--- src/include/eeprom_ctrl_config.svh ---
//********************
// eeprom controller configuration
// clock rates, scl divider and slave address
//********************
`ifndef EEPROM_CTRL_CONFIG_SVH
`define EEPROM_CTRL_CONFIG_SVH

// system clock in hz
`define SYS_CLK_HZ 125_000_000

// i2c bus rate in hz
`define SCL_HZ 1_250_000

// system clocks per scl bit, must stay a multiple of 4
`define SCL_DIV (`SYS_CLK_HZ / `SCL_HZ)

// 7-bit slave address of the eeprom
`define DEVICE_ID 7'b1010_100

`endif

--- src/hdl/i2c_pkg.sv ---
//********************
// i2c bus-level types
// engine command flags, engine states, address byte
//********************
package i2c_pkg;

	// command flags, any mix per command
	typedef struct packed {
		logic nack;	// master answers the read byte with nack
		logic stop;
		logic read;
		logic write;
		logic start;
	} cmd_t;

	// byte engine states, one-hot
	typedef enum logic [6:0] {
		st_idle    = 7'b000_0001,
		st_start   = 7'b000_0010,
		st_wr_data = 7'b000_0100,
		st_rd_data = 7'b000_1000,
		st_r_ack   = 7'b001_0000,	// slave acknowledge
		st_t_ack   = 7'b010_0000,	// master acknowledge
		st_stop    = 7'b100_0000
	} eng_state_t;

	typedef struct packed {
		logic [6:0] dev_id;
		logic       rw;	// 1 = read
	} addr_fields_t;

	// first byte after start, as shifted or as decoded
	typedef union packed {
		logic [7:0]   raw;
		addr_fields_t fields;
	} addr_byte_u;

endpackage

--- src/hdl/eeprom_pkg.sv ---
//********************
// eeprom transaction-level types
//********************
package eeprom_pkg;

	// sequencer steps of one single-byte access
	typedef enum logic [2:0] {
		step_idle,
		step_dev_w,	// start + device address, write
		step_mem_addr,
		step_wr_byte,	// data byte + stop
		step_dev_r,	// repeated start + device address, read
		step_rd_byte,	// read with nack + stop
		step_finish
	} seq_step_t;

	// host request kind
	typedef enum logic {
		req_write = 1'b0,
		req_read  = 1'b1
	} req_kind_t;

endpackage

--- src/hdl/i2c_bit_timer.sv ---
//********************
// i2c bit timer
// scl divider with quarter-period phase strobes
//********************
`timescale 1ns/1ps
`include "eeprom_ctrl_config.svh"

module i2c_bit_timer (
	input  logic sys_clk,
	input  logic sys_rst_n,
	input  logic run,
	output logic scl,
	output logic low_mid,
	output logic high_mid,
	output logic bit_end
);

localparam int scl_div = `SCL_DIV;
localparam int cnt_w   = $clog2(scl_div);

localparam logic [cnt_w-1:0] cnt_low_mid  = cnt_w'(scl_div / 4 - 1);
localparam logic [cnt_w-1:0] cnt_half     = cnt_w'(scl_div / 2 - 1);
localparam logic [cnt_w-1:0] cnt_high_mid = cnt_w'(scl_div * 3 / 4 - 1);
localparam logic [cnt_w-1:0] cnt_last     = cnt_w'(scl_div - 1);

logic [cnt_w-1:0] cnt;

// counter sits at zero while stopped, so no strobe fires then
assign low_mid  = (cnt == cnt_low_mid);	// sda may change
assign high_mid = (cnt == cnt_high_mid);	// sda is sampled
assign bit_end  = (cnt == cnt_last);

always_ff @(posedge sys_clk or negedge sys_rst_n) begin
	if (!sys_rst_n) begin
		cnt <= '0;
	end else if (!run || bit_end) begin
		cnt <= '0;
	end else begin
		cnt <= cnt + 1'b1;
	end
end

//********************
// scl level
//********************
// low in the first half of a bit, high in the second
always_ff @(posedge sys_clk or negedge sys_rst_n) begin
	if (!sys_rst_n) begin
		scl <= 1'b1;
	end else if (!run) begin
		scl <= 1'b1;	// parked high, bus free after stop
	end else if (bit_end) begin
		scl <= 1'b0;
	end else if (cnt == cnt_half) begin
		scl <= 1'b1;
	end
end

endmodule

--- src/hdl/i2c_byte_engine.sv ---
//********************
// i2c byte engine
// master fsm for start, byte shift, acknowledge and stop
//********************
`timescale 1ns/1ps

module i2c_byte_engine (
	input  logic          sys_clk,
	input  logic          sys_rst_n,
	input  i2c_pkg::cmd_t cmd,
	input  logic          cmd_vld,
	input  logic [7:0]    tx_byte,
	input  logic          sda_in,
	input  logic          low_mid,
	input  logic          high_mid,
	input  logic          bit_end,
	output logic          run,
	output logic          sda_oe,
	output logic          done,
	output logic          rd_data_vld,
	output logic          rev_ack,
	output logic [7:0]    rd_data
);

i2c_pkg::eng_state_t cstate;
i2c_pkg::eng_state_t nstate;
i2c_pkg::cmd_t       cmd_r;
logic [7:0]          tx_byte_r;
logic [7:0]          rd_shift;
logic [2:0]          cnt_num;	// bit index inside a data byte
logic                is_data;
logic                end_num;
logic                stop_end;

assign is_data  = (cstate == i2c_pkg::st_wr_data) || (cstate == i2c_pkg::st_rd_data);
assign end_num  = bit_end && (!is_data || cnt_num == 3'd7);
assign stop_end = (cstate == i2c_pkg::st_stop) && end_num;

// timer runs from the command strobe on, and lets go in the last stop
// cycle so scl stays high after the stop edge
assign run = ((cstate != i2c_pkg::st_idle) && !stop_end) || cmd_vld;

assign done = stop_end || (end_num && !cmd_r.stop &&
	(cstate == i2c_pkg::st_r_ack || cstate == i2c_pkg::st_t_ack));
assign rd_data_vld = (cstate == i2c_pkg::st_t_ack) && end_num;
assign rd_data     = rd_shift;

always_ff @(posedge sys_clk or negedge sys_rst_n) begin
	if (!sys_rst_n) begin
		cmd_r <= '0;
	end else if (cmd_vld) begin
		cmd_r <= cmd;
	end
end

always_ff @(posedge sys_clk) begin
	if (cmd_vld) begin
		tx_byte_r <= tx_byte;
	end
end

always_ff @(posedge sys_clk or negedge sys_rst_n) begin
	if (!sys_rst_n) begin
		cnt_num <= 3'd0;
	end else if (is_data && bit_end) begin
		cnt_num <= cnt_num + 1'b1;	// wraps to 0 after bit 7
	end
end

//********************
// state machine
//********************
always_ff @(posedge sys_clk or negedge sys_rst_n) begin
	if (!sys_rst_n) begin
		cstate <= i2c_pkg::st_idle;
	end else begin
		cstate <= nstate;
	end
end

always_comb begin
	nstate = cstate;
	case (cstate)
		i2c_pkg::st_idle: begin
			if (cmd_vld) begin
				if (cmd.start) nstate = i2c_pkg::st_start;
				else if (cmd.write) nstate = i2c_pkg::st_wr_data;
				else if (cmd.read) nstate = i2c_pkg::st_rd_data;
				else if (cmd.stop) nstate = i2c_pkg::st_stop;
			end
		end
		i2c_pkg::st_start: begin
			if (end_num) begin
				if (cmd_r.write) nstate = i2c_pkg::st_wr_data;
				else if (cmd_r.read) nstate = i2c_pkg::st_rd_data;
				else nstate = i2c_pkg::st_stop;
			end
		end
		i2c_pkg::st_wr_data: if (end_num) nstate = i2c_pkg::st_r_ack;
		i2c_pkg::st_rd_data: if (end_num) nstate = i2c_pkg::st_t_ack;
		i2c_pkg::st_r_ack, i2c_pkg::st_t_ack: begin
			if (end_num) nstate = cmd_r.stop ? i2c_pkg::st_stop : i2c_pkg::st_idle;
		end
		i2c_pkg::st_stop: if (end_num) nstate = i2c_pkg::st_idle;
		default: nstate = i2c_pkg::st_idle;
	endcase
end

//********************
// sda drive
//********************
// sda_oe high pulls the line low
always_ff @(posedge sys_clk or negedge sys_rst_n) begin
	if (!sys_rst_n) begin
		sda_oe <= 1'b0;
	end else if (low_mid) begin
		case (cstate)
			i2c_pkg::st_start:   sda_oe <= 1'b0;	// line high before the start edge
			i2c_pkg::st_wr_data: sda_oe <= ~tx_byte_r[3'd7 - cnt_num];
			i2c_pkg::st_t_ack:   sda_oe <= ~cmd_r.nack;
			i2c_pkg::st_stop:    sda_oe <= 1'b1;
			i2c_pkg::st_rd_data, i2c_pkg::st_r_ack: sda_oe <= 1'b0;	// slave drives
			default: ;
		endcase
	end else if (high_mid) begin
		if (cstate == i2c_pkg::st_start) sda_oe <= 1'b1;	// start edge, scl high
		else if (cstate == i2c_pkg::st_stop) sda_oe <= 1'b0;	// stop edge
	end
end

// 1 on the line during the ack bit means no acknowledge
always_ff @(posedge sys_clk or negedge sys_rst_n) begin
	if (!sys_rst_n) begin
		rev_ack <= 1'b0;
	end else if (high_mid && cstate == i2c_pkg::st_r_ack) begin
		rev_ack <= sda_in;
	end
end

always_ff @(posedge sys_clk) begin
	if (high_mid && cstate == i2c_pkg::st_rd_data) begin
		rd_shift <= {rd_shift[6:0], sda_in};	// msb first
	end
end

endmodule

--- src/hdl/eeprom_sequencer.sv ---
//********************
// eeprom sequencer
// host byte requests to engine command series
//********************
`timescale 1ns/1ps
`include "eeprom_ctrl_config.svh"

module eeprom_sequencer (
	input  logic          sys_clk,
	input  logic          sys_rst_n,
	input  logic          wr_req,
	input  logic          rd_req,
	input  logic [7:0]    mem_addr,
	input  logic [7:0]    wr_data,
	input  logic          done,
	input  logic          rd_data_vld,
	input  logic          rev_ack,
	input  logic [7:0]    eng_rd_data,
	output logic          busy,
	output i2c_pkg::cmd_t cmd,
	output logic          cmd_vld,
	output logic [7:0]    tx_byte,
	output logic [7:0]    rd_data,
	output logic          rd_vld,
	output logic          ack_err
);

localparam i2c_pkg::cmd_t cmd_dev =
	'{nack: 1'b0, stop: 1'b0, read: 1'b0, write: 1'b1, start: 1'b1};
localparam i2c_pkg::cmd_t cmd_wr =
	'{nack: 1'b0, stop: 1'b0, read: 1'b0, write: 1'b1, start: 1'b0};
localparam i2c_pkg::cmd_t cmd_wr_stop =
	'{nack: 1'b0, stop: 1'b1, read: 1'b0, write: 1'b1, start: 1'b0};
localparam i2c_pkg::cmd_t cmd_rd_last =
	'{nack: 1'b1, stop: 1'b1, read: 1'b1, write: 1'b0, start: 1'b0};
localparam i2c_pkg::cmd_t cmd_stop =
	'{nack: 1'b0, stop: 1'b1, read: 1'b0, write: 1'b0, start: 1'b0};

eeprom_pkg::seq_step_t step;
eeprom_pkg::req_kind_t kind;
logic                  err;	// missing ack seen, stop-only in flight
logic [7:0]            mem_addr_r;
logic [7:0]            wr_data_r;
logic                  accept;

// device address byte with the wanted rw bit
function automatic logic [7:0] dev_addr(input logic rw);
	i2c_pkg::addr_byte_u ab;
	ab.fields.dev_id = `DEVICE_ID;
	ab.fields.rw     = rw;
	return ab.raw;
endfunction

assign accept = (step == eeprom_pkg::step_idle) && (wr_req || rd_req);

always_ff @(posedge sys_clk) begin
	if (accept) begin
		mem_addr_r <= mem_addr;
		wr_data_r  <= wr_data;
	end
	if (rd_data_vld) rd_data <= eng_rd_data;
end

//********************
// step control
//********************
always_ff @(posedge sys_clk or negedge sys_rst_n) begin
	if (!sys_rst_n) begin
		step    <= eeprom_pkg::step_idle;
		kind    <= eeprom_pkg::req_write;
		err     <= 1'b0;
		busy    <= 1'b0;
		cmd     <= '0;
		cmd_vld <= 1'b0;
		tx_byte <= 8'd0;
		rd_vld  <= 1'b0;
		ack_err <= 1'b0;
	end else begin
		cmd_vld <= 1'b0;
		rd_vld  <= 1'b0;
		ack_err <= 1'b0;
		case (step)
			eeprom_pkg::step_idle: begin
				if (accept) begin
					kind    <= wr_req ? eeprom_pkg::req_write : eeprom_pkg::req_read;	// write wins
					err     <= 1'b0;
					busy    <= 1'b1;
					step    <= eeprom_pkg::step_dev_w;
					cmd     <= cmd_dev;
					cmd_vld <= 1'b1;
					tx_byte <= dev_addr(1'b0);
				end
			end
			eeprom_pkg::step_finish: begin
				busy    <= 1'b0;
				rd_vld  <= !err && (kind == eeprom_pkg::req_read);
				ack_err <= err;
				step    <= eeprom_pkg::step_idle;
			end
			default: begin
				if (done && err) begin
					step <= eeprom_pkg::step_finish;	// abort stop is out
				end else if (done && rev_ack && step != eeprom_pkg::step_rd_byte) begin
					err <= 1'b1;
					if (step == eeprom_pkg::step_wr_byte) begin
						step <= eeprom_pkg::step_finish;	// stop already sent
					end else begin
						cmd     <= cmd_stop;
						cmd_vld <= 1'b1;
					end
				end else if (done) begin
					case (step)
						eeprom_pkg::step_dev_w: begin
							step    <= eeprom_pkg::step_mem_addr;
							cmd     <= cmd_wr;
							cmd_vld <= 1'b1;
							tx_byte <= mem_addr_r;
						end
						eeprom_pkg::step_mem_addr: begin
							cmd_vld <= 1'b1;
							if (kind == eeprom_pkg::req_write) begin
								step    <= eeprom_pkg::step_wr_byte;
								cmd     <= cmd_wr_stop;
								tx_byte <= wr_data_r;
							end else begin
								step    <= eeprom_pkg::step_dev_r;
								cmd     <= cmd_dev;	// repeated start
								tx_byte <= dev_addr(1'b1);
							end
						end
						eeprom_pkg::step_dev_r: begin
							step    <= eeprom_pkg::step_rd_byte;
							cmd     <= cmd_rd_last;
							cmd_vld <= 1'b1;
						end
						default: step <= eeprom_pkg::step_finish;	// wr_byte, rd_byte
					endcase
				end
			end
		endcase
	end
end

endmodule

--- src/hdl/eeprom_ctrl_top.sv ---
//********************
// eeprom controller top
// sequencer, byte engine and bit timer
//********************
`timescale 1ns/1ps

module eeprom_ctrl_top (
	input  logic       sys_clk,
	input  logic       sys_rst_n,
	input  logic       wr_req,
	input  logic       rd_req,
	input  logic [7:0] mem_addr,
	input  logic [7:0] wr_data,
	input  logic       sda_in,
	output logic       busy,
	output logic [7:0] rd_data,
	output logic       rd_vld,
	output logic       ack_err,
	output logic       scl,
	output logic       sda_oe
);

i2c_pkg::cmd_t eng_cmd;
logic          eng_cmd_vld;
logic [7:0]    eng_byte;
logic          eng_done;
logic          eng_rd_data_vld;
logic          eng_rev_ack;
logic [7:0]    eng_rd_data;
logic          run;
logic          low_mid;
logic          high_mid;
logic          bit_end;

eeprom_sequencer eeprom_sequencer_i (
	.sys_clk     (sys_clk),
	.sys_rst_n   (sys_rst_n),
	.wr_req      (wr_req),
	.rd_req      (rd_req),
	.mem_addr    (mem_addr),
	.wr_data     (wr_data),
	.done        (eng_done),
	.rd_data_vld (eng_rd_data_vld),
	.rev_ack     (eng_rev_ack),
	.eng_rd_data (eng_rd_data),
	.busy        (busy),
	.cmd         (eng_cmd),
	.cmd_vld     (eng_cmd_vld),
	.tx_byte     (eng_byte),
	.rd_data     (rd_data),
	.rd_vld      (rd_vld),
	.ack_err     (ack_err)
);

i2c_byte_engine i2c_byte_engine_i (
	.sys_clk     (sys_clk),
	.sys_rst_n   (sys_rst_n),
	.cmd         (eng_cmd),
	.cmd_vld     (eng_cmd_vld),
	.tx_byte     (eng_byte),
	.sda_in      (sda_in),
	.low_mid     (low_mid),
	.high_mid    (high_mid),
	.bit_end     (bit_end),
	.run         (run),
	.sda_oe      (sda_oe),
	.done        (eng_done),
	.rd_data_vld (eng_rd_data_vld),
	.rev_ack     (eng_rev_ack),
	.rd_data     (eng_rd_data)
);

i2c_bit_timer i2c_bit_timer_i (
	.sys_clk   (sys_clk),
	.sys_rst_n (sys_rst_n),
	.run       (run),
	.scl       (scl),
	.low_mid   (low_mid),
	.high_mid  (high_mid),
	.bit_end   (bit_end)
);

endmodule

--- config.mk ---
export PLATFORM = sky130hd
export DESIGN_NAME = eeprom_ctrl_top
export DESIGN_NICKNAME = d
export VERILOG_FILES = /design/src/hdl/i2c_pkg.sv /design/src/hdl/eeprom_pkg.sv /design/src/hdl/i2c_bit_timer.sv /design/src/hdl/i2c_byte_engine.sv /design/src/hdl/eeprom_sequencer.sv /design/src/hdl/eeprom_ctrl_top.sv
export VERILOG_INCLUDE_DIRS = /design/src /design/src/include
export SDC_FILE = /design/constraint.sdc
export NUM_CORES = 1
export LEC_CHECK = 0
export BUFFER_PORTS_ARGS = -buffer_cell sky130_fd_sc_hd__buf_2
export CAP_MARGIN = 20
export CORE_MARGIN = 4
export CORE_UTILIZATION = 45
export DETAILED_ROUTE_END_ITERATION = 8
export GPL_TIMING_DRIVEN = 0
export HOLD_SLACK_MARGIN = 0.1
export SKIP_CTS_REPAIR_TIMING = 1
export SYNTH_ARGS = -nofsm -noshare
export SYNTH_HDL_FRONTEND = slang
export SYNTH_HIERARCHICAL = 1
export SYNTH_SLANG_ARGS = --single-unit
--- constraint.sdc ---
create_clock -name sys_clk -period 3.8 [get_ports sys_clk]
set_input_delay 0.76 -clock sys_clk [delete_from_list [all_inputs] [get_ports sys_clk]]
set_output_delay 0.76 -clock sys_clk [all_outputs]
set_load 0.01 [all_outputs]
==> summary.md, run 1 <==
| Metric | Value |
|---|---|
| Power per cell area | `about 540 nW/um^2` |
| Worst hold-check path type | `primary input to asynchronous set/reset pin` |
| Number of buffer cells added on primary ports | `33` |
| Worst EP arrival | `between 3000 and 4000 ps` |
| Number of synthesis warnings | `6` |
| Number of nets produced by synthesis | `343` |
| Maximum clock path buffer count | `2` |
| Clock Skew | `around 8.3 ps` |
| NetSw | `a little under 0.0008 W` |
| Sort of element at the end of the critical path | `flip-flop` |
| Share of total power in combinational logic | `0.259` |
| Via-per-instance ratio | `5.51` |
| Via Count | `roughly 2.6k` |
| Clock tree from TritonCTS | `done` |
| Sequential Power Share | `0.469` |
| Post-synthesis instance area | `approximately 4000 sq um` |
| Wire length per cell after detailed routing | `~16 um` |
| Placement row count | `33` |
| First-pass GRT wire length | `12700 um` |
| Yosys top cell by area | `edfxtp_1` |
| Via count of the first global-routing pass | `about 2.6k` |
| Instance count of the mapped netlist | `~320` |
| Initial core utilization | `0.473` |
| Number of enable flip-flop cells after synthesis | `40` |
| Commonest cells in the netlist | `43 x dfrtp_1, 40 x edfxtp_1, 21 x nor2_1` |
| Flops & latches, synth | `85` |
| Global route overflow | `0` |
| Final Max Tran Viols | `0` |
| Antenna Diode Count | `0` |
| Cts bufs inserted | `9` |
| Setup Total Neg Slack | `0 ps` |
| DRT Pass-1 Iters | `4` |
| Synth-to-layout area growth | `13.2%` |
| Normalized max-slew margin | `0.351` |
| Mean area per synthesized cell | `between 10 and 15 sq um` |
| Leakage power total | `between 1.5 and 2 nW` |
| Clock tree sinks | `85` |
| Die H | `around 100 um` |
| Synth top area share | `0.303` |
| Later-pin clock latency in the skew report | `approximately 350 ps` |
| Internal power | `0.00166 W` |
| Actual transition at the worst max-transition pin | `about 970 ps` |
| Final number of hold-violating endpoints | `0` |
| Setup-violating endpoint count in the final report | `0` |
| Reg2Reg Setup Slack | `620 ps` |
| Post-detailed-routing wire length | `between 7000 and 8000 um` |
| Post-route standard cell area excluding fillers | `between 4000 and 5000 sq um` |
| Overall routing resource usage | `0.158` |
| H-tree lvl count | `3` |
| Number of antenna violations at the first check in global routing | `0` |
| Number of nets in the layout | `388` |
| Proportion of power drawn by the clock network | `0.273` |
| Unrepaired setup endpoints after global routing | `no` |
| Share of the yosys chip area belonging to registers | `0.587` |
| Status | `complete, no violations` |
| Startpoint kind of the worst setup timing path | `flip-flop` |
| CTS Root Buffer Type | `clkbuf_8` |
| I/O pins | `34` |
| Largest cells by area after synthesis | `edfxtp_1 30%, dfrtp_1 27%, mux2_2 4.5%, a21oi_1 2.0%, nor2_1 2.0%` |
| Minimum clock period | `around 3200 ps` |
| Number of antenna-violating nets in the routed design | `0` |
| Most common cell in the synthesized netlist | `dfrtp_1` |
| Worst voltage drop across the vdd grid | `0.235 mV` |
| Detailed placer's ending HPWL | `approximately 5000 um` |
| CTS clock-pin slew for the worst setup and hold paths | `approximately 100 ps` |
| Number of distinct library cell variants in the gate-level netlist after synthesis | `60` |
| Std-Cell Core Area | `8380 sq um` |
| Final Cycle Share | `0.836` |
| DRT iter0 DRCs | `108` |
| Worst setup path class | `flip-flop to flip-flop` |
| Fraction of final layout cells with drive strength greater than 1 | `0.254` |
| Die extent in x | `roughly 100 um` |
| Post-Place Cell Area | `between 4000 and 5000 sq um` |
| Top achievable clock speed | `between 300 and 400 MHz` |
| Post-synthesis async set-or-reset flop share | `0.529` |
| Maximum number of pins on one net before global-route repair | `46` |
| Maxcap violations | `0` |
| Routability congestion estimate | `around 0.88` |
| Critical Path RT | `4040 ps` |
| Peak fanout along the critical path | `10` |
| Area of the die | `~10000 sq um` |
| Share of total power consumed by net switching | `0.321` |
| Post-synth top flop | `dfrtp_1` |
| Number of remaining DRC errors | `0` |
[registers in the layout (all words and copies together), names as in the netlist, 3 cells and up]
name and flops:
eeprom_sequencer_i/tx_byte 8, i2c_byte_engine_i/cmd_r 4, eeprom_sequencer_i/rd_data 8, eeprom_sequencer_i/cmd 4, eeprom_sequencer_i/mem_addr_r 8, eeprom_sequencer_i/wr_data_r 8, i2c_bit_timer_i/cnt 7, i2c_byte_engine_i/cnt_num 3
i2c_byte_engine_i/rd_data 8, i2c_byte_engine_i/tx_byte_r 8, eeprom_sequencer_i/step 3, i2c_byte_engine_i/cstate 7
[cell usage in the layout (no fill, tap or decap), types with 9 or more instances in the layout]
cell type  count
inv_1         12
nand3_1       11
o21ai_0       15
a21oi_1       16
nor2_1        21
dfrtp_1       43
mux2_2        16
nand2_1       16
clkbuf_8       9
edfxtp_1      40
buf_2         36
[logic make-up after synthesis]
family | Yosys count | synth area share
DFF | 85 | 0.587
and+or+nand+nor | 95 | 0.133
muxes | 26 | 0.0808
buffers and inverters | 29 | 0.0407
adders and majority gates | 6 | 0.0189
xor gates and xnor gates | 8 | 0.0177
AOI/OAI and AO/OA | 67 | 0.121
[layout make-up]
type / count / area [sq um]
clock inverter: 7 / 81.3
buffer: 17 / 116
inverter: 12 / 45.0
tap: 105 / 131
fill: 738 / 3890
timing repair buffer: 34 / 185
sequential: 85 / 2330
multi-input combinational: 202 / 1480
clock buffer: 9 / 124
[worst paths after layout]
path                                                          from                                   endpoint  depth (start not counted)
max                        i2c_byte_engine_i/cstate[1]$_DFFE_PN0P_  eeprom_sequencer_i/tx_byte[0]$_DFFE_PN0P_                          8
min                                                      sys_rst_n    i2c_byte_engine_i/cstate[2]$_DFFE_PN0P_                          1
max reg2reg                i2c_byte_engine_i/cstate[1]$_DFFE_PN0P_  eeprom_sequencer_i/tx_byte[0]$_DFFE_PN0P_                          8
min reg2reg                 i2c_byte_engine_i/rd_data[7]$_DFFE_PP_    eeprom_sequencer_i/rd_data[7]$_DFFE_PP_                          0
max in group asynchronous                                sys_rst_n    i2c_byte_engine_i/cstate[0]$_DFFE_PN1P_                          2
min in group sys_clk        i2c_byte_engine_i/rd_data[7]$_DFFE_PP_    eeprom_sequencer_i/rd_data[7]$_DFFE_PP_                          0
[power by group through the flow]
stage                     Combinational, W  Sequential [W]  Clock, W
after floorplan                   0.000494         0.00114         0
after global placement            0.000619         0.00116         0
after detailed placement          0.000622         0.00116         0
after CTS                         0.000628         0.00114  0.000691
after global routing              0.000711         0.00116  0.000737
final                             0.000631         0.00114  0.000665
[per-layer routing]
layer / vias to the layer above / track usage / wire, um
met5: - / 0 / 0
met4: 0 / 0.0686 / 140
met3: 12 / 0.0307 / 341
met2: 68 / 0.254 / 3420
met1: 1235 / 0.210 / 3410
li1: 1279 / - / -
[per-stage QoR]
step	setup slack, ps	cells	hold slack (ps)	power [W]	util
final	625	471	246	0.00244	0.535
after global routing	396	471	232	0.00261	0.535
after CTS	612	470	433	0.00246	0.533
after detailed placement	649	454	407	0.00178	0.509
after global placement	695	454	400	0.00178	0.509
after floorplan	955	316	400	0.00163	-
[worst max-delay path: stages (launching register included)]
cell	delay, ps
dfrtp_1	470
or4_1	560
buf_2	170
o41a_1	470
and4_2	280
buf_2	180
nor2b_1	170
o221ai_4	370
mux2_2	390
No activity file was read; power rests on OpenSTA's default activity.
==> inputs of run 2 (changes only) <==
--- a/config.mk
+++ b/config.mk
@@ -13,6 +13,7 @@
 export DETAILED_ROUTE_END_ITERATION = 8
 export GPL_TIMING_DRIVEN = 0
 export HOLD_SLACK_MARGIN = 0.1
+export PLACE_DENSITY = 0.65
 export SKIP_CTS_REPAIR_TIMING = 1
 export SYNTH_ARGS = -nofsm -noshare
 export SYNTH_HDL_FRONTEND = slang
==> constraint.sdc (replaced) <==
create_clock -name sys_clk -period 2.7 [get_ports sys_clk]
set_input_delay 0.54 -clock sys_clk [delete_from_list [all_inputs] [get_ports sys_clk]]
set_output_delay 0.54 -clock sys_clk [all_outputs]
set_load 0.01 [all_outputs]
==> run 2 against run 1 <==
The flow now finishes with violations (setup timing); utilization grew 1.9 points; final area grew 3.6%; die area is the same; clock power grew 24%; setup slack lost 650 ps; total power grew 42%; fmax grew 17%; count of clock-buffer cells in the layout is the same; worst hold slack gained 110 ps.
==> summary.md, run 2 (synthesis gave the netlist of run 1 again) <==
| Metric | Value |
|---|---|
| Share of the core filled with cells in the final layout | `0.555` |
| Maxcap violations | `0` |
| Sequential Power Share | `0.469` |
| H-tree lvl count | `3` |
| Maximum clock path buffer count | `2` |
| Top achievable clock speed | `between 300 and 400 MHz` |
| Later-pin clock latency in the skew report | `360 ps` |
| Placement row count | `33` |
| Worst hold-check path type | `primary input to flip-flop` |
| Via count of the first global-routing pass | `around 2.6k` |
| Setup-violating endpoint count in the final report | `5` |
| Via Count | `around 2.6k` |
| Synth-to-layout area growth | `17.2%` |
| Total area of sequential cells | `between 2000 and 2500 sq um` |
| CTS Root Buffer Type | `clkbuf_8` |
| Post-detailed-routing wire length | `around 7300 um` |
| Reg2Reg Launch Point | `i2c_byte_engine_i/cstate[5]$_DFFE_PN0P_` |
| Overall routing resource usage | `0.152` |
| Peak fanout along the critical path | `8` |
| Least setup slack across all paths after layout | `-23.2 ps` |
| Die H | `between 100 and 150 um` |
| I/O pins | `34` |
| Number of non-filler instances in the completed layout | `between 400 and 500` |
| Number of antenna-violating nets in the routed design | `0` |
| Clock tree from TritonCTS | `done` |
| Std-Cell Core Area | `around 8400 sq um` |
| Clock tree sinks | `85` |
| Most common library cell in the layout ignoring fill and taps | `dfrtp_1` |
| Final Max Tran Viols | `0` |
| Status | `finished, violations left` |
| Minimum clock period | `2720 ps` |
| Via-per-instance ratio | `approximately 5.4` |
| Wire length per cell after detailed routing | `15.1 um` |
| Sort of element at the end of the critical path | `flip-flop` |
| DRT Pass-1 Iters | `4` |
| Number of buffer cells added on primary ports | `33` |
| Number of inserted filler cells in the final layout | `716` |
| Worst EP arrival | `2970 ps` |
| HP Start | `wr_data[1]` |
| Startpoint kind of the worst setup timing path | `flip-flop` |
| CTS clock-pin slew for the worst setup and hold paths | `approximately 90 ps` |
| Proportion of power drawn by the clock network | `0.239` |
| Clock Skew | `9.07 ps` |
| Cts bufs inserted | `9` |
| Commonest cells after routing, fill and taps aside | `41 x dfrtp_1, 40 x edfxtp_1, 35 x buf_2, 19 x nor2_1, 16 x nand2_1` |
| Share of total power in combinational logic | `0.293` |
| Number of remaining DRC errors | `0` |
| Routability congestion estimate | `~0.88` |
| Violations in the final reports | `setup timing` |
| Die extent in x | `~100 um` |
| Worst setup path class | `flip-flop to flip-flop` |
| NetSw | `approximately 0.0011 W` |
| Antenna Diode Count | `0` |
| Global route overflow | `0` |
| Critical Path RT | `between 2000 and 3000 ps` |
| Final number of hold-violating endpoints | `0` |
| Area of the multi-input gates | `1540 sq um` |
| Initial core utilization | `0.473` |
| Crit. Startpoint | `i2c_byte_engine_i/cstate[5]$_DFFE_PN0P_` |
| Post-Place Cell Area | `approximately 4300 sq um` |
| Share of total power consumed by net switching | `0.325` |
| Detailed placer's ending HPWL | `slightly above 5000 um` |
| DRT iter0 DRCs | `74` |
| Final Cycle Share | `1.01` |
| Actual transition at the worst max-transition pin | `871 ps` |
| Area of the die | `between 10000 and 15000 sq um` |
| First-pass GRT wire length | `12200 um` |
| Post-placement cell count | `about 450` |
| Worst voltage drop across the vdd grid | `between 0.2 and 0.3 mV` |
| Number of nets in the layout | `between 400 and 500` |
| Leakage power total | `approximately 1.9 nW` |
| Fraction of final layout cells with drive strength greater than 1 | `0.301` |
| Normalized max-slew margin | `0.418` |
| Maximum number of pins on one net before global-route repair | `46` |
| Post-layout total power | `between 0.003 and 0.004 W` |
| Number of antenna violations at the first check in global routing | `0` |
| Worst setup slack before clock tree synthesis | `-295 ps` |
| Internal power | `0.00233 W` |
| Power per cell area | `~740 nW/um^2` |
| Post-route standard cell area excluding fillers | `approximately 4600 sq um` |
| Unrepaired setup endpoints after global routing | `yes` |
run 2: worst max-delay path: stages, from the launching register on:
cell      delay [ps]
dfrtp_1          380
or4_1            530
buf_6            140
o41a_1           420
and4_4           210
buf_6            130
nor2b_4          130
o221ai_4         220
buf_12           160
mux2_4           300
run 2: layout make-up:
class,instances,area share
Buffer,17,0.0277
Clock buffer,9,0.0266
Clock inverter,7,0.0118
Inverter,12,0.00969
Multi-Input combinational cell,202,0.331
Sequential cell,85,0.502
Tap cell,105,0.0283
Timing Repair Buffer,47,0.0635
run 2: final timing paths:
| check | to | slack [ps] | cells after the start |
|---|---|---|---|
| max | eeprom_sequencer_i/tx_byte[6]$_DFFE_PN0P_ | -20 | 9 |
| min | eeprom_sequencer_i/wr_data_r[1]$_DFFE_PP_ | 360 | 1 |
| max reg2reg | eeprom_sequencer_i/tx_byte[6]$_DFFE_PN0P_ | -20 | 9 |
| min reg2reg | eeprom_sequencer_i/rd_data[7]$_DFFE_PP_ | 430 | 0 |
| max in group asynchronous | i2c_byte_engine_i/cstate[0]$_DFFE_PN1P_ | 1670 | 3 |
| min in group asynchronous | eeprom_sequencer_i/kind$_DFFE_PN0P_ | 540 | 2 |
run 2: metrics by stage:
step | setup TNS (ps) | hold WS [ps]
after floorplan | -209 | 244
after CTS | -4010 | 334
after detailed placement | -3490 | 409
after global routing | -549 | 317
after global placement | -3330 | 404
final | -91.0 | 355
run 2: power by group through the flow:
stage / Combinational [W] / Clock (W) / Sequential, W
2_1_floorplan: 0.000731 / 0 / 0.00161
3_3_place_gp: 0.000906 / 0 / 0.00164
3_5_place_dp: 0.000916 / 0 / 0.00164
4_1_cts: 0.000923 / 0.000865 / 0.00162
5_1_grt: 0.00111 / 0.000924 / 0.00164
6_report: 0.00101 / 0.000824 / 0.00162
run 2: per-layer routing:
metal,wire length [um],global-route usage,vias up
li1,-,-,1301
met1,3360,0.203,1265
met2,3530,0.243,51
met3,335,0.0403,7
met4,71,0.0474,0
met5,0,0,-
==> inputs of run 3 (changes only) <==
--- a/config.mk
+++ b/config.mk
@@ -9,11 +9,10 @@
 export BUFFER_PORTS_ARGS = -buffer_cell sky130_fd_sc_hd__buf_2
 export CAP_MARGIN = 20
 export CORE_MARGIN = 4
-export CORE_UTILIZATION = 45
+export CORE_UTILIZATION = 40
 export DETAILED_ROUTE_END_ITERATION = 8
 export GPL_TIMING_DRIVEN = 0
 export HOLD_SLACK_MARGIN = 0.1
-export PLACE_DENSITY = 0.65
 export SKIP_CTS_REPAIR_TIMING = 1
 export SYNTH_ARGS = -nofsm -noshare
 export SYNTH_HDL_FRONTEND = slang
==> run 3 against run 2 <==
Sequential cell count unchanged; largest cell class unchanged; largest power group unchanged; critical endpoint is now eeprom_sequencer_i/tx_byte[1]$_DFFE_PN0P_; global-route usage decreased by 1.2 points; final cell count increased by 4.8%; the flow still finishes with violations (setup timing); first-iteration DRC count increased by 49%.
==> summary.md, run 3 (synthesis gave the netlist of run 1 again) <==
| Metric | Value |
|---|---|
| Crit. Startpoint | `i2c_byte_engine_i/cstate[6]$_DFFE_PN0P_` |
| Die extent in x | `between 100 and 150 um` |
| Minimum clock period | `roughly 2700 ps` |
| Leakage power total | `1.90 nW` |
| Via-per-instance ratio | `approximately 5.2` |
| Overall routing resource usage | `0.140` |
| Crit path max-delay cell type | `or4_4` |
| First-pass GRT wire length | `approximately 13000 um` |
| Routability congestion estimate | `roughly 0.8` |
| H-tree lvl count | `3` |
| Status | `finished, violations left` |
| Number of inserted filler cells in the final layout | `between 800 and 900` |
| Normalized max-slew margin | `0.369` |
| Global route overflow | `0` |
| Unrepaired setup endpoints after global routing | `yes` |
| Worst voltage drop across the vdd grid | `0.377 mV` |
| Worst hold-check path type | `primary input to flip-flop` |
| Setup Total Neg Slack | `-98.0 ps` |
| RR Endpoint | `eeprom_sequencer_i/tx_byte[1]$_DFFE_PN0P_` |
| Worst reg2reg path depth | `8` |
| CTS clock-pin slew for the worst setup and hold paths | `~100 ps` |
| Post-placement cell count | `roughly 480` |
| CTS Root Buffer Type | `clkbuf_8` |
| I/O pins | `34` |
| Number of antenna-violating nets in the routed design | `0` |
| Violations in the final reports | `setup timing` |
| Synth-to-layout area growth | `18.5%` |
| Cts bufs inserted | `9` |
| Fraction of final layout cells with drive strength greater than 1 | `0.294` |
| Std-Cell Core Area | `approximately 9700 sq um` |
| List of cells traversed by the critical path | `or4_4 > o41a_1 > and4_4 > buf_6 > nor2b_4 > o221ai_4 > buf_12 > mux2_4` |
| Top achievable clock speed | `approximately 370 MHz` |
| Wire length per cell after detailed routing | `approximately 15 um` |
| Startpoint kind of the worst setup timing path | `flip-flop` |
| Area of the die | `11600 sq um` |
| Number of non-filler instances in the completed layout | `slightly above 500` |
| Maximum number of pins on one net before global-route repair | `46` |
| Actual transition at the worst max-transition pin | `between 900 and 1000 ps` |
| Detailed placer's ending HPWL | `5080 um` |
| DRT iter0 DRCs | `between 100 and 150` |
| Via Count | `2623` |
| Power per cell area | `between 700 and 800 nW/um^2` |
| Worst EP arrival | `roughly 3000 ps` |
| Via count of the first global-routing pass | `2662` |
| Maxcap violations | `0` |
| DRT Pass-1 Iters | `6` |
| Reg2Reg Launch Point | `i2c_byte_engine_i/cstate[6]$_DFFE_PN0P_` |
| Final number of hold-violating endpoints | `0` |
| Share of the core filled with cells in the final layout | `0.483` |
| Peak fanout along the critical path | `8` |
| Maximum clock path buffer count | `2` |
| Number of antenna violations at the first check in global routing | `0` |
| Final Max Tran Viols | `0` |
| Reg2Reg Setup Slack | `-20 ps` |
| Number of buffer cells added on primary ports | `33` |
| Most common library cell in the layout ignoring fill and taps | `dfrtp_1` |
| Commonest cells after routing, fill and taps aside | `41 x dfrtp_1, 40 x edfxtp_1, 34 x buf_2, 19 x nor2_1, 16 x nand2_1` |
| Post-Place Cell Area | `roughly 4300 sq um` |
| Clock tree from TritonCTS | `done` |
| Clock Skew | `around 10 ps` |
| Sort of element at the end of the critical path | `flip-flop` |
| Critical Path RT | `2960 ps` |
| Slowest Stage Delay on Critical Path | `between 500 and 600 ps` |
| Worst setup path class | `flip-flop to flip-flop` |
| Die H | `~110 um` |
| Setup-violating endpoint count in the final report | `5` |
| Initial core utilization | `0.408` |
| Final Cycle Share | `1.01` |
| Placement row count | `36` |
| Capture point of the worst path | `eeprom_sequencer_i/tx_byte[1]$_DFFE_PN0P_` |
| Clock tree sinks | `85` |
| Least setup slack across all paths after layout | `-21.7 ps` |
| Number of remaining DRC errors | `0` |
| Antenna Diode Count | `0` |
| Post-route standard cell area excluding fillers | `4700 sq um` |
| Number of nets in the layout | `between 300 and 400` |
| Later-pin clock latency in the skew report | `360 ps` |
| Post-detailed-routing wire length | `7440 um` |
run 3: cell count changes in the layout (fill, tap and decap cells not counted), sizes merged:
cell / change
inv: +1
clkbuf: +1
clkinvlp: -1
buf: -6
run 3: worst min path at each step:
stage,end,cells past startpoint,startpoint
detailed placement,eeprom_sequencer_i/rd_data[7]$_DFFE_PP_,0,i2c_byte_engine_i/rd_data[7]$_DFFE_PP_
global placement,eeprom_sequencer_i/rd_data[7]$_DFFE_PP_,0,i2c_byte_engine_i/rd_data[7]$_DFFE_PP_
global route,eeprom_sequencer_i/wr_data_r[1]$_DFFE_PP_,1,wr_data[1]
floorplan,eeprom_sequencer_i/ack_err$_DFF_PN0_,0,sys_rst_n
finish,eeprom_sequencer_i/wr_data_r[1]$_DFFE_PP_,1,wr_data[1]
CTS,eeprom_sequencer_i/mem_addr_r[2]$_DFFE_PP_,1,mem_addr[2]
run 3: stage by stage:
step | hold slack [ps] | power, W | setup WS (ps)
floorplan | 244 | 0.00234 | -41.7
global placement | 408 | 0.00254 | -277
detailed placement | 411 | 0.00256 | -319
CTS | 330 | 0.00347 | -336
global route | 319 | 0.00370 | -82.4
finish | 343 | 0.00348 | -21.7
run 3: where the power goes:
group	internal (W)	switching [W]
Clock	0.000367	0.000528
Combinational	0.000439	0.000517
Sequential	0.00150	0.000123
run 3: worst max-delay path: cells and delay by family, from the launching register on:
family,cells,cell delay (ps)
and+or+nand+nor,3,900
buffers and inverters,2,290
DFF,1,410
AOI/OAI and AO/OA,2,720
muxes,1,290
run 3: cell type report:
type                       count  area, sq um  area share
buffer                        16          118      0.0250
clock buffer                   9          124      0.0264
clock inverter                 7         73.8      0.0157
inverter                      12         45.0     0.00958
multi-input combinational    202         1560       0.331
sequential                    85         2330       0.496
tap                          133          166      0.0354
timing repair buffer          43          285      0.0607
run 3: routing by layer:
metal / routed length [um] / GRT usage / up-vias
li1: - / - / 1289
met5: 0 / 0 / -
met2: 3480 / 0.220 / 56
met4: 118 / 0.0505 / 0
met3: 296 / 0.0300 / 14
met1: 3550 / 0.190 / 1264
